$ cat src/verilog/renamePkg.sv
package renamePkg;

    localparam int NUM_TAGS = 64;           // Physical register file size
    localparam int NUM_ARCH = 32;           // Architectural registers

    typedef logic [5:0] physTag;
    typedef logic [4:0] archReg;
    typedef logic [6:0] prevTag;            // Bit 6 set when no previous mapping

    // One lane of a rename group from decode
    typedef struct packed {
        logic   valid;
        logic   dstValid;
        archReg dst;
        archReg src0;
        archReg src1;
    } renameReq;

    typedef struct packed {
        logic   valid;
        physTag dstTag;
        physTag src0Tag;
        physTag src1Tag;
    } renameResult;

    // One lane of a commit group from the ROB
    typedef struct packed {
        logic   valid;
        archReg dst;
        physTag dstTag;
    } commitReq;

    typedef struct packed {
        logic        sel;
        logic        enable;
        logic        write;
        logic [3:0]  addr;
        logic [31:0] wdata;
    } apbReq;

    typedef struct packed {
        logic [31:0] rdata;
        logic        ready;
        logic        slverr;
    } apbRsp;

    // Register map of the control block
    localparam logic [3:0] CSR_CTRL    = 4'h0;
    localparam logic [3:0] CSR_FREE    = 4'h4;
    localparam logic [3:0] CSR_RENAMED = 4'h8;
    localparam logic [3:0] CSR_FLUSHES = 4'hC;

endpackage

$ cat src/verilog/renameCsr.sv
module renameCsr import renamePkg::*; (
    input  logic       clk,
    input  logic       rst,
    input  apbReq      apbIn,
    input  logic [6:0] freeCount,
    input  logic [1:0] acceptCount,
    input  logic       mispredict,
    output apbRsp      apbOut,
    output logic       renameEnable
);

    logic        ctrlEnable;
    logic [31:0] renamedCnt;
    logic [31:0] flushCnt;
    logic        access;
    logic        legal;
    logic        wrEn;
    logic        clearCnt;
    logic [31:0] rdVal;

    assign access = apbIn.sel & apbIn.enable;   // Access phase

    // Address decode and read mux
    always_comb begin
        rdVal = '0;
        legal = 1'b1;
        case (apbIn.addr)
            CSR_CTRL: begin
                rdVal = {31'b0, ctrlEnable};   // Clear bit reads back as 0
            end
            CSR_FREE: begin
                rdVal = {25'b0, freeCount};
                legal = ~apbIn.write;
            end
            CSR_RENAMED: begin
                rdVal = renamedCnt;
                legal = ~apbIn.write;
            end
            CSR_FLUSHES: begin
                rdVal = flushCnt;
                legal = ~apbIn.write;
            end
            default: begin
                legal = 1'b0;                  // Unmapped
            end
        endcase
    end

    assign wrEn     = access & apbIn.write & legal;
    assign clearCnt = wrEn && apbIn.addr == CSR_CTRL && apbIn.wdata[1];

    always_comb begin
        apbOut.rdata  = (access && !apbIn.write) ? rdVal : '0;
        apbOut.ready  = 1'b1;                 // No wait states
        apbOut.slverr = access & ~legal;
    end

    always_ff @(posedge clk) begin
        if (rst) begin
            ctrlEnable <= 1'b1;
            renamedCnt <= '0;
            flushCnt   <= '0;
        end else begin
            if (wrEn && apbIn.addr == CSR_CTRL)
                ctrlEnable <= apbIn.wdata[0];
            if (clearCnt) begin
                renamedCnt <= '0;
                flushCnt   <= '0;
            end else begin
                renamedCnt <= renamedCnt + {30'b0, acceptCount};  // Wraps
                flushCnt   <= flushCnt + {31'b0, mispredict};
            end
        end
    end

    assign renameEnable = ctrlEnable;

endmodule

$ cat src/verilog/renameTable.sv
module renameTable import renamePkg::*; #(
    parameter int NUM_UOPS = 2
) (
    input  logic                clk,
    input  logic                rst,
    input  logic                mispredict,
    input  logic                accept,
    input  renameReq            renameIn [NUM_UOPS],
    input  physTag              allocTag [NUM_UOPS],
    input  commitReq            commitIn [NUM_UOPS],
    output physTag [1:0]        srcTags [NUM_UOPS],
    output logic [NUM_UOPS-1:0] allocReq,
    output logic [NUM_UOPS-1:0] commitNewest,
    output prevTag              commitPrevTag [NUM_UOPS]
);

    physTag specMap [NUM_ARCH];    // Speculative map, read at rename
    physTag comMap [NUM_ARCH];     // Committed map
    physTag comMapNext [NUM_ARCH];

    always_comb begin
        for (int i = 0; i < NUM_UOPS; i++)
            allocReq[i] = renameIn[i].valid & renameIn[i].dstValid;
    end

    // Source lookup with bypass from earlier lanes of the same group
    always_comb begin
        for (int i = 0; i < NUM_UOPS; i++) begin
            srcTags[i][0] = specMap[renameIn[i].src0];
            srcTags[i][1] = specMap[renameIn[i].src1];
            for (int j = 0; j < i; j++) begin
                // Later writer wins, so scan upward
                if (allocReq[j] && renameIn[j].dst == renameIn[i].src0)
                    srcTags[i][0] = allocTag[j];
                if (allocReq[j] && renameIn[j].dst == renameIn[i].src1)
                    srcTags[i][1] = allocTag[j];
            end
        end
    end

    // A commit lane is newest when no later lane commits the same register
    always_comb begin
        for (int i = 0; i < NUM_UOPS; i++) begin
            commitNewest[i] = commitIn[i].valid;
            for (int j = i + 1; j < NUM_UOPS; j++) begin
                if (commitIn[j].valid && commitIn[j].dst == commitIn[i].dst)
                    commitNewest[i] = 1'b0;
            end
            commitPrevTag[i] = {~commitNewest[i], comMap[commitIn[i].dst]};
        end
    end

    always_comb begin
        comMapNext = comMap;
        for (int i = 0; i < NUM_UOPS; i++) begin
            if (commitNewest[i])
                comMapNext[commitIn[i].dst] = commitIn[i].dstTag;
        end
    end

    always_ff @(posedge clk) begin
        if (rst) begin
            for (int r = 0; r < NUM_ARCH; r++) begin
                specMap[r] <= physTag'(r);  // Identity mapping out of reset
                comMap[r]  <= physTag'(r);
            end
        end else begin
            comMap <= comMapNext;
            if (mispredict) begin
                specMap <= comMapNext;      // Includes this cycle's commits
            end else if (accept) begin
                for (int i = 0; i < NUM_UOPS; i++) begin
                    if (allocReq[i])
                        specMap[renameIn[i].dst] <= allocTag[i];
                end
            end
        end
    end

endmodule

$ cat src/verilog/renameUnit.sv
module renameUnit import renamePkg::*; #(
    parameter int NUM_UOPS = 2
) (
    input  logic        clk,
    input  logic        rst,
    input  logic        mispredict,
    input  renameReq    renameIn [NUM_UOPS],
    output logic        renameReady,
    output renameResult renameOut [NUM_UOPS],
    input  commitReq    commitIn [NUM_UOPS],
    input  apbReq       apbIn,
    output apbRsp       apbOut
);

    logic [NUM_UOPS-1:0] allocReq;
    logic [NUM_UOPS-1:0] bufReq;
    logic [NUM_UOPS-1:0] commitNewest;
    prevTag              commitPrevTag [NUM_UOPS];
    physTag              allocTag [NUM_UOPS];
    physTag [1:0]        srcTags [NUM_UOPS];
    logic                allocOk;
    logic                accept;
    logic                renameEnable;
    logic [6:0]          freeCount;
    logic [1:0]          acceptCount;
    logic [NUM_UOPS-1:0] outValid;
    physTag              outDst [NUM_UOPS];
    physTag [1:0]        outSrc [NUM_UOPS];

    // Requests only reach the free list while renaming is enabled
    assign bufReq = allocReq & {NUM_UOPS{renameEnable}};

    assign accept      = allocOk & renameEnable & ~mispredict;
    assign renameReady = accept;

    always_comb begin
        acceptCount = '0;
        for (int i = 0; i < NUM_UOPS; i++) begin
            if (accept && renameIn[i].valid)
                acceptCount = acceptCount + 2'd1;
        end
    end

    tagBuffer #(.NUM_UOPS(NUM_UOPS)) tagBuf (
        .clk(clk), .rst(rst), .mispredict(mispredict),
        .allocReq(bufReq), .commitIn(commitIn),
        .commitNewest(commitNewest), .commitPrevTag(commitPrevTag),
        .allocTag(allocTag), .allocOk(allocOk), .freeCount(freeCount)
    );

    renameTable #(.NUM_UOPS(NUM_UOPS)) mapTable (
        .clk(clk), .rst(rst), .mispredict(mispredict), .accept(accept),
        .renameIn(renameIn), .allocTag(allocTag), .commitIn(commitIn),
        .srcTags(srcTags), .allocReq(allocReq),
        .commitNewest(commitNewest), .commitPrevTag(commitPrevTag)
    );

    renameCsr csr (
        .clk(clk), .rst(rst), .apbIn(apbIn), .freeCount(freeCount),
        .acceptCount(acceptCount), .mispredict(mispredict),
        .apbOut(apbOut), .renameEnable(renameEnable)
    );

    always_ff @(posedge clk) begin
        if (rst)
            outValid <= '0;
        else
            for (int i = 0; i < NUM_UOPS; i++)
                outValid[i] <= accept & renameIn[i].valid;
    end

    // Result payload, captured on acceptance
    always_ff @(posedge clk) begin
        for (int i = 0; i < NUM_UOPS; i++) begin
            if (accept) begin
                outDst[i] <= renameIn[i].dstValid ? allocTag[i] : '0;
                outSrc[i] <= srcTags[i];
            end
        end
    end

    always_comb begin
        for (int i = 0; i < NUM_UOPS; i++) begin
            renameOut[i].valid   = outValid[i];
            renameOut[i].dstTag  = outDst[i];
            renameOut[i].src0Tag = outSrc[i][0];
            renameOut[i].src1Tag = outSrc[i][1];
        end
    end

endmodule

$ cat src/verilog/tagBuffer.sv
module tagBuffer import renamePkg::*; #(
    parameter int NUM_UOPS = 2
) (
    input  logic                clk,
    input  logic                rst,
    input  logic                mispredict,
    input  logic [NUM_UOPS-1:0] allocReq,
    input  commitReq            commitIn [NUM_UOPS],
    input  logic [NUM_UOPS-1:0] commitNewest,
    input  prevTag              commitPrevTag [NUM_UOPS],
    output physTag              allocTag [NUM_UOPS],
    output logic                allocOk,
    output logic [6:0]          freeCount
);

    logic [NUM_TAGS-1:0] used;
    logic [NUM_TAGS-1:0] committed;
    logic [NUM_TAGS-1:0] usedNext;
    logic [NUM_TAGS-1:0] committedNext;
    logic [6:0]          freeNext;

    // Lanes needing a tag take free tags from the top down, in lane order
    always_comb begin
        logic [NUM_TAGS-1:0] avail;
        logic                found;
        avail   = ~used;
        allocOk = 1'b1;
        for (int i = 0; i < NUM_UOPS; i++) begin
            allocTag[i] = '0;
            found       = 1'b0;
            if (allocReq[i]) begin
                for (int t = NUM_TAGS - 1; t >= 0; t--) begin
                    if (avail[t] && !found) begin
                        allocTag[i] = physTag'(t);
                        found       = 1'b1;
                    end
                end
                if (found)
                    avail[allocTag[i]] = 1'b0;  // Not offered to a later lane
                allocOk = allocOk & found;
            end
        end
    end

    // Next flag state: allocation, then commit, then flush recovery
    always_comb begin
        usedNext      = used;
        committedNext = committed;

        // Allocation only happens for an accepted group
        if (allocOk && !mispredict) begin
            for (int i = 0; i < NUM_UOPS; i++) begin
                if (allocReq[i])
                    usedNext[allocTag[i]] = 1'b1;
            end
        end

        for (int i = 0; i < NUM_UOPS; i++) begin
            if (commitIn[i].valid) begin
                if (commitNewest[i]) begin
                    if (!commitPrevTag[i][6]) begin
                        usedNext[commitPrevTag[i][5:0]]      = 1'b0;  // Old mapping retired
                        committedNext[commitPrevTag[i][5:0]] = 1'b0;
                    end
                    usedNext[commitIn[i].dstTag]      = 1'b1;
                    committedNext[commitIn[i].dstTag] = 1'b1;
                end else begin
                    // Overwritten within the same commit group
                    usedNext[commitIn[i].dstTag]      = 1'b0;
                    committedNext[commitIn[i].dstTag] = 1'b0;
                end
            end
        end

        if (mispredict)
            usedNext = usedNext & committedNext;  // Drop all speculative tags
    end

    always_comb begin
        freeNext = '0;
        for (int t = 0; t < NUM_TAGS; t++)
            freeNext = freeNext + {6'b0, ~usedNext[t]};
    end

    always_ff @(posedge clk) begin
        if (rst) begin
            used      <= {{(NUM_TAGS - NUM_ARCH){1'b0}}, {NUM_ARCH{1'b1}}};
            committed <= {{(NUM_TAGS - NUM_ARCH){1'b0}}, {NUM_ARCH{1'b1}}};
            freeCount <= 7'(NUM_TAGS - NUM_ARCH);
        end else begin
            used      <= usedNext;
            committed <= committedNext;
            freeCount <= freeNext;
        end
    end

endmodule
$ cat config.mk
export PLATFORM = sky130hd
export DESIGN_NAME = renameUnit
export DESIGN_NICKNAME = d
export VERILOG_FILES = /design/src/verilog/renamePkg.sv /design/src/verilog/renameCsr.sv /design/src/verilog/renameTable.sv /design/src/verilog/renameUnit.sv /design/src/verilog/tagBuffer.sv
export SDC_FILE = /design/constraint.sdc
export NUM_CORES = 2
export LEC_CHECK = 0
export BUFFER_PORTS_ARGS = -buffer_cell sky130_fd_sc_hd__buf_2
export CAP_MARGIN = 0
export CORE_ASPECT_RATIO = 2
export CORE_MARGIN = 2
export CORE_UTILIZATION = 50
export DETAILED_ROUTE_END_ITERATION = 8
export PLACE_DENSITY = 0.66
export SETUP_SLACK_MARGIN = 0.02
export SLEW_MARGIN = 20
export SYNTH_ARGS = -nofsm -noshare
export SYNTH_HDL_FRONTEND = slang
export SYNTH_HIERARCHICAL = 1
export SYNTH_SLANG_ARGS = --single-unit
$ cat constraint.sdc
create_clock -name clk -period 18.6 [get_ports clk]
set_input_delay 3.72 -clock clk [delete_from_list [all_inputs] [get_ports clk]]
set_output_delay 3.72 -clock clk [all_outputs]
set_load 0.005 [all_outputs]
==> metrics.csv, run 1 <==
stage,metric,value,unit
floorplan,io pins,173,
synthesis,xor/xnor cell area share of the yosys netlist,0.007726,
synthesis,syn nets,6198,
status,error message,[ERROR GRT-0116] Global routing finished with congestion. Check the congestion regions in the DRC Viewer.,
global_routing,Global Route Usage Sum,0.8302,
synthesis,#FFs+latches synth,622,
synthesis,largest family of logic cells by synthesized area,compound AO/OA/AOI/OAI gates,
floorplan,width of the die,229.9,µm
synthesis,Mapped Area,0.05101,mm²
synthesis,compound-gate portion of the synthesized area,0.2783,
synthesis,most common cell in the netlist,nor2_1,
clock_tree,CTS hold repair buffers,0,
placed_design,Inst Count DP,7076,
synthesis,post-synthesis mux area share,0.1702,
global_routing,vias in the first global route,69900,
placed_design,post-place setup slack,2.492,ns
synthesis,"EDFF count, synth",36,
synthesis,YS warnings,6,
clock_tree,Post-CTS Setup Bufs,0,
synthesis,top post-synthesis cells by area,"dfxtp_1, mux4_2, nor2_1, o21ai_0, clkbuf_1",
synthesis,post-synth top area cell,dfxtp_1,
placed_design,Buffers on Ports,141,
synthesis,Synth Area in Adders,0.02649,
synthesis,Cells after Synth,6023,
clock_tree,total CTS buffers,66,
global_routing,global-route wire length before repair,648.9,mm
synthesis,"Async S/R FF share, synth",0,
floorplan,Die Height,455.7,µm
clock_tree,# resized after CTS,0,
clock_tree,Max Root-Sink Buffers,3,
placed_design,RePlAce Congestion,1.200,
clock_tree,CTS H-Tree Depth,3,
synthesis,Synth top cells by count,"nor2_1, dfxtp_1, clkbuf_1",
synthesis,top_reg_cell synth,dfxtp_1,
synthesis,post-synth top area share,0.2300,
synthesis,Unique masters post-synth,131,
global_routing,largest net degree at the start of global routing,122,
placed_design,HPWL Detailed,256.1,mm
global_routing,grt ovf,3093,
synthesis,register area share after synthesis,0.2512,
status,stage where the flow stopped,5_1_grt,
status,status,did not finish,
floorplan,initial core utilization,0.5043,
clock_tree,CTS root buf,clkbuf_16,
synthesis,simple-gate area share of the yosys netlist,0.2080,
clock_tree,Sinks on Clock Net,622,
synthesis,Mapped Avg Cell Area,8.469,µm²
floorplan,Rows,165,
kinds of logic after synthesis:
kind of cell,Yosys count
mux,456
compound gates,2033
xor+xnor,45
other cells,1
fa+ha+maj,75
buf+inv,712
flops,622
simple gates,2079
metrics by stage:
step / util / cell area, µm² / hold WS, ns
2_1_floorplan: - / 51010 / 0.4295
3_3_place_gp: 0.5181 / 52410 / 0.4384
3_5_place_dp: 0.5183 / 52430 / 0.4462
4_1_cts: 0.5405 / 54670 / 0.4550
per-layer routing:
layer,overflow,GRT usage
met1,29,0.7972
met4,958,0.8746
met5,11,0.2901
met3,62,0.6753
met2,2033,1.016
==> inputs of run 2 (changes only) <==
CORE_ASPECT_RATIO = unset   (was 2)
CORE_UTILIZATION = 35   (was 50)
PLACE_DENSITY = unset   (was 0.66)
PLACE_DENSITY_LB_ADDON = 0.15   (was unset)
SETUP_SLACK_MARGIN = unset   (was 0.02)
==> metrics.csv, run 2 <==
stage,metric,value,unit,change
synthesis,YS warnings,6,,unchanged
synthesis,register area share after synthesis,0.2512,,unchanged
floorplan,Rows,140,,-15%
setup_path,Crit-path slowest cell,nor3_2,,
synthesis,"Async S/R FF share, synth",0,,unchanged
setup_path,"most used cell, CP",fa_1,,
timing,final hold vios,0,,
setup_path,Critical Path AT,16.31,ns,
global_routing,Global Route Usage Sum,0.4134,,
timing,# setup viols final,0,,
worst_hold_path,worst hold path cell count,2,,
clock_tree,Max Root-Sink Buffers,3,,unchanged
synthesis,"EDFF count, synth",36,,unchanged
setup_path,CP Max Fanout,35,,
route,Routed WL,318.4,mm,
timing,RSZ-0062 raised after global routing,no,,
power,P per Cell Area,79.90,mW/mm²,
clock_tree,worst skew pair latency,0.71,ns,
timing,FMAX,63.42,MHz,
timing,Slew headroom,0.05427,,
clock_tree,TritonCTS clock tree,yes,,
route,DR WL/cell,40.74,µm,
power,Power Total,4.463,mW,
synthesis,Unique masters post-synth,131,,unchanged
timing,final slew viol count,0,,
power,static leakage,18.53,nW,
worst_hold_path,Worst Hold End,tagBuf/committed[40]$_SDFF_PP0_,,
floorplan,width of the die,385.8,µm,+68%
global_routing,grt ovf,0,,
setup_path,reg2reg end,tagBuf/freeCount[6]$_SDFF_PP0_,,
clock_tree,total CTS buffers,83,,+26%
timing,Clock Skews,0.03815,ns,
cells_and_area,most frequent cells in the layout,"nor2_1, dfxtp_1, o21ai_0",,
route,routed via count,58070,,
power,Peak VDD IR,0.0002047,V,
cells_and_area,layout cells sized above 1,0.1706,,
setup_path,critical path class,in -> reg,,
placed_design,RePlAce Congestion,1.043,,-13%
timing,Sum Neg Setup Slack,0,ns,
clock_tree,CTS hold repair buffers,0,,unchanged
job,Max-Cap Viols,0,,
synthesis,Synth top cells by count,"nor2_1, dfxtp_1, clkbuf_1",,
cells_and_area,Layout area overhead,9.492,%,
clock_tree,Sinks on Clock Net,622,,unchanged
timing,post-route setup slack,2.833,ns,
global_routing,vias in the first global route,52210,,
worst_hold_path,Worst Hold Launch,tagBuf/committed[40]$_SDFF_PP0_,,
cells_and_area,biggest regs,"mapTable/comMap (192), mapTable/specMap (192)",,
cells_and_area,number of fill cells,14820,,
synthesis,post-synth top area share,0.2300,,unchanged
cells_and_area,Final Non-Filler Cells,7815,,
clock_tree,clk slew on worst S/H paths,0.06,ns,
setup_path,worst stage delay on the critical path,0.91,ns,
global_routing,initial antenna violation count,35,,
floorplan,core region area,0.1452,mm²,
timing,crit share post-route,0.8477,,
global_routing,global-route wire length before repair,432.3,mm,
synthesis,Mapped Avg Cell Area,8.469,µm²,unchanged
synthesis,Mapped Area,0.05101,mm²,unchanged
synthesis,top_reg_cell synth,dfxtp_1,,
timing,Worst-Margin Slew,1.413,ns,
cells_and_area,"commonest non-fill, non-tap cell in the layout",nor2_1,,
clock_tree,Post-CTS Setup Bufs,0,,unchanged
worst_hold_path,Hold Path Class,reg -> reg,,
clock_tree,# resized after CTS,0,,unchanged
synthesis,syn nets,6198,,unchanged
clock_tree,CTS root buf,clkbuf_16,,
route,Final ANT Viol Nets,0,,
synthesis,post-synth top area cell,dfxtp_1,,
status,status,"complete, but fails checks",,
route,Via density,7.431,,
global_routing,largest net degree at the start of global routing,107,,
floorplan,Die Height,385.8,µm,-15%
setup_path,Worst setup EP type,flop,,
setup_path,type of origin of the critical path,primary input,,
route,# DRC,3,,
synthesis,#FFs+latches synth,622,,unchanged
clock_tree,CTS H-Tree Depth,3,,unchanged
synthesis,most common cell in the netlist,nor2_1,,
floorplan,DIE AREA,0.1488,mm²,
floorplan,io pins,173,,unchanged
placed_design,HPWL Detailed,225.3,mm,-12%
placed_design,post-place setup slack,2.530,ns,+0.03870 ns
route,starting DRC count in detailed routing,9750,,
cells_and_area,final net count,5984,,
setup_path,FF-to-FF path depth,36,,
status,failing checks,design-rule violations,,
floorplan,initial core utilization,0.3513,,-0.1530
timing,minimum clock period,15.77,ns,
synthesis,Cells after Synth,6023,,unchanged
placed_design,Buffers on Ports,141,,unchanged
setup_path,worst r2r src,tagBuf/used[48]$_SDFF_PP0_,,
route,drt pass-1 iters,9,,
setup_path,CP Data Required Time,19.14,ns,
synthesis,top post-synthesis cells by area,"dfxtp_1, mux4_2, nor2_1, o21ai_0, clkbuf_1",,
placed_design,Inst Count DP,7641,,+8.0%
setup_path,Reg2Reg Setup Slack,5.24,ns,
run 2: cell families (layout without fill, tap and decap cells):
kind of cell | Yosys count | count (layout) | synth area share
simple gates | 2079 | 2079 | 0.2080
compound gates | 2033 | 2033 | 0.2783
buf+inv | 712 | 563 | 0.05813
flops | 622 | 622 | 0.2512
mux | 456 | 456 | 0.1702
fa+ha+maj | 75 | 75 | 0.02649
xor+xnor | 45 | 45 | 0.007726
other cells | 1 | 25 | 0.00007351
run 2: layer usage:
layer	vias to the layer above	routed length [µm]	global-route usage
li1	23160	-	-
met1	28960	120500	0.5353
met2	4804	126100	0.5676
met3	1131	49530	0.1812
met4	20	22110	0.2324
met5	-	176	0
run 2: how the worst max path moves through the flow:
| stage | startpoint | to | slack (ns) | cells past startpoint |
|---|---|---|---|---|
| after floorplan | renameIn[33] | tagBuf/freeCount[6]$_SDFF_PP0_ | 5.66 | 34 |
| after detailed placement | renameIn[32] | tagBuf/freeCount[6]$_SDFF_PP0_ | 2.53 | 34 |
| after global placement | renameIn[32] | tagBuf/freeCount[6]$_SDFF_PP0_ | 2.57 | 34 |
| after CTS | renameIn[32] | tagBuf/freeCount[6]$_SDFF_PP0_ | 3.24 | 34 |
| final | renameIn[32] | tagBuf/freeCount[6]$_SDFF_PP0_ | 2.83 | 34 |
| after global routing | renameIn[32] | tagBuf/freeCount[6]$_SDFF_PP0_ | 2.59 | 34 |
run 2: critical path, delay by kind of cell:
family | cells | cell delay (ns)
buffers and inverters | 6 | 0.94
AO/OA/AOI/OAI | 9 | 2.42
adder cells (fa/ha/maj) | 10 | 4.80
AND/OR/NAND/NOR | 9 | 4.39
run 2: area by class of cell:
| cell class | count | area (µm²) | area share |
|---|---|---|---|
| clock inverter | 29 | 365.4 | 0.006541 |
| sequential | 622 | 12810 | 0.2294 |
| tap | 1917 | 2399 | 0.04294 |
| timing repair buffer | 295 | 1911 | 0.03421 |
| inverter | 118 | 450.4 | 0.008065 |
| antenna | 24 | 60.06 | 0.001075 |
| multi-input combinational | 4689 | 35420 | 0.6342 |
| clock buffer | 121 | 2432 | 0.04355 |
run 2: through the flow:
step | util | hold slack [ns] | area (µm²)
after floorplan | - | 0.4295 | 51010
after global placement | 0.3648 | 0.4427 | 52980
after detailed placement | 0.3648 | 0.4491 | 52980
after CTS | 0.3841 | 0.4572 | 55770
after global routing | 0.3844 | 0.4782 | 55810
final | 0.3846 | 0.4571 | 55850
run 2: power breakdown:
part | internal, mW | switching (mW) | total [mW]
logic | 0.470 | 0.823 | 1.29
clock network | 1.00 | 0.713 | 1.72
registers | 1.40 | 0.0573 | 1.45
total | 2.87 | 1.59 | 4.46
No activity file was read; power rests on OpenSTA's default activity.
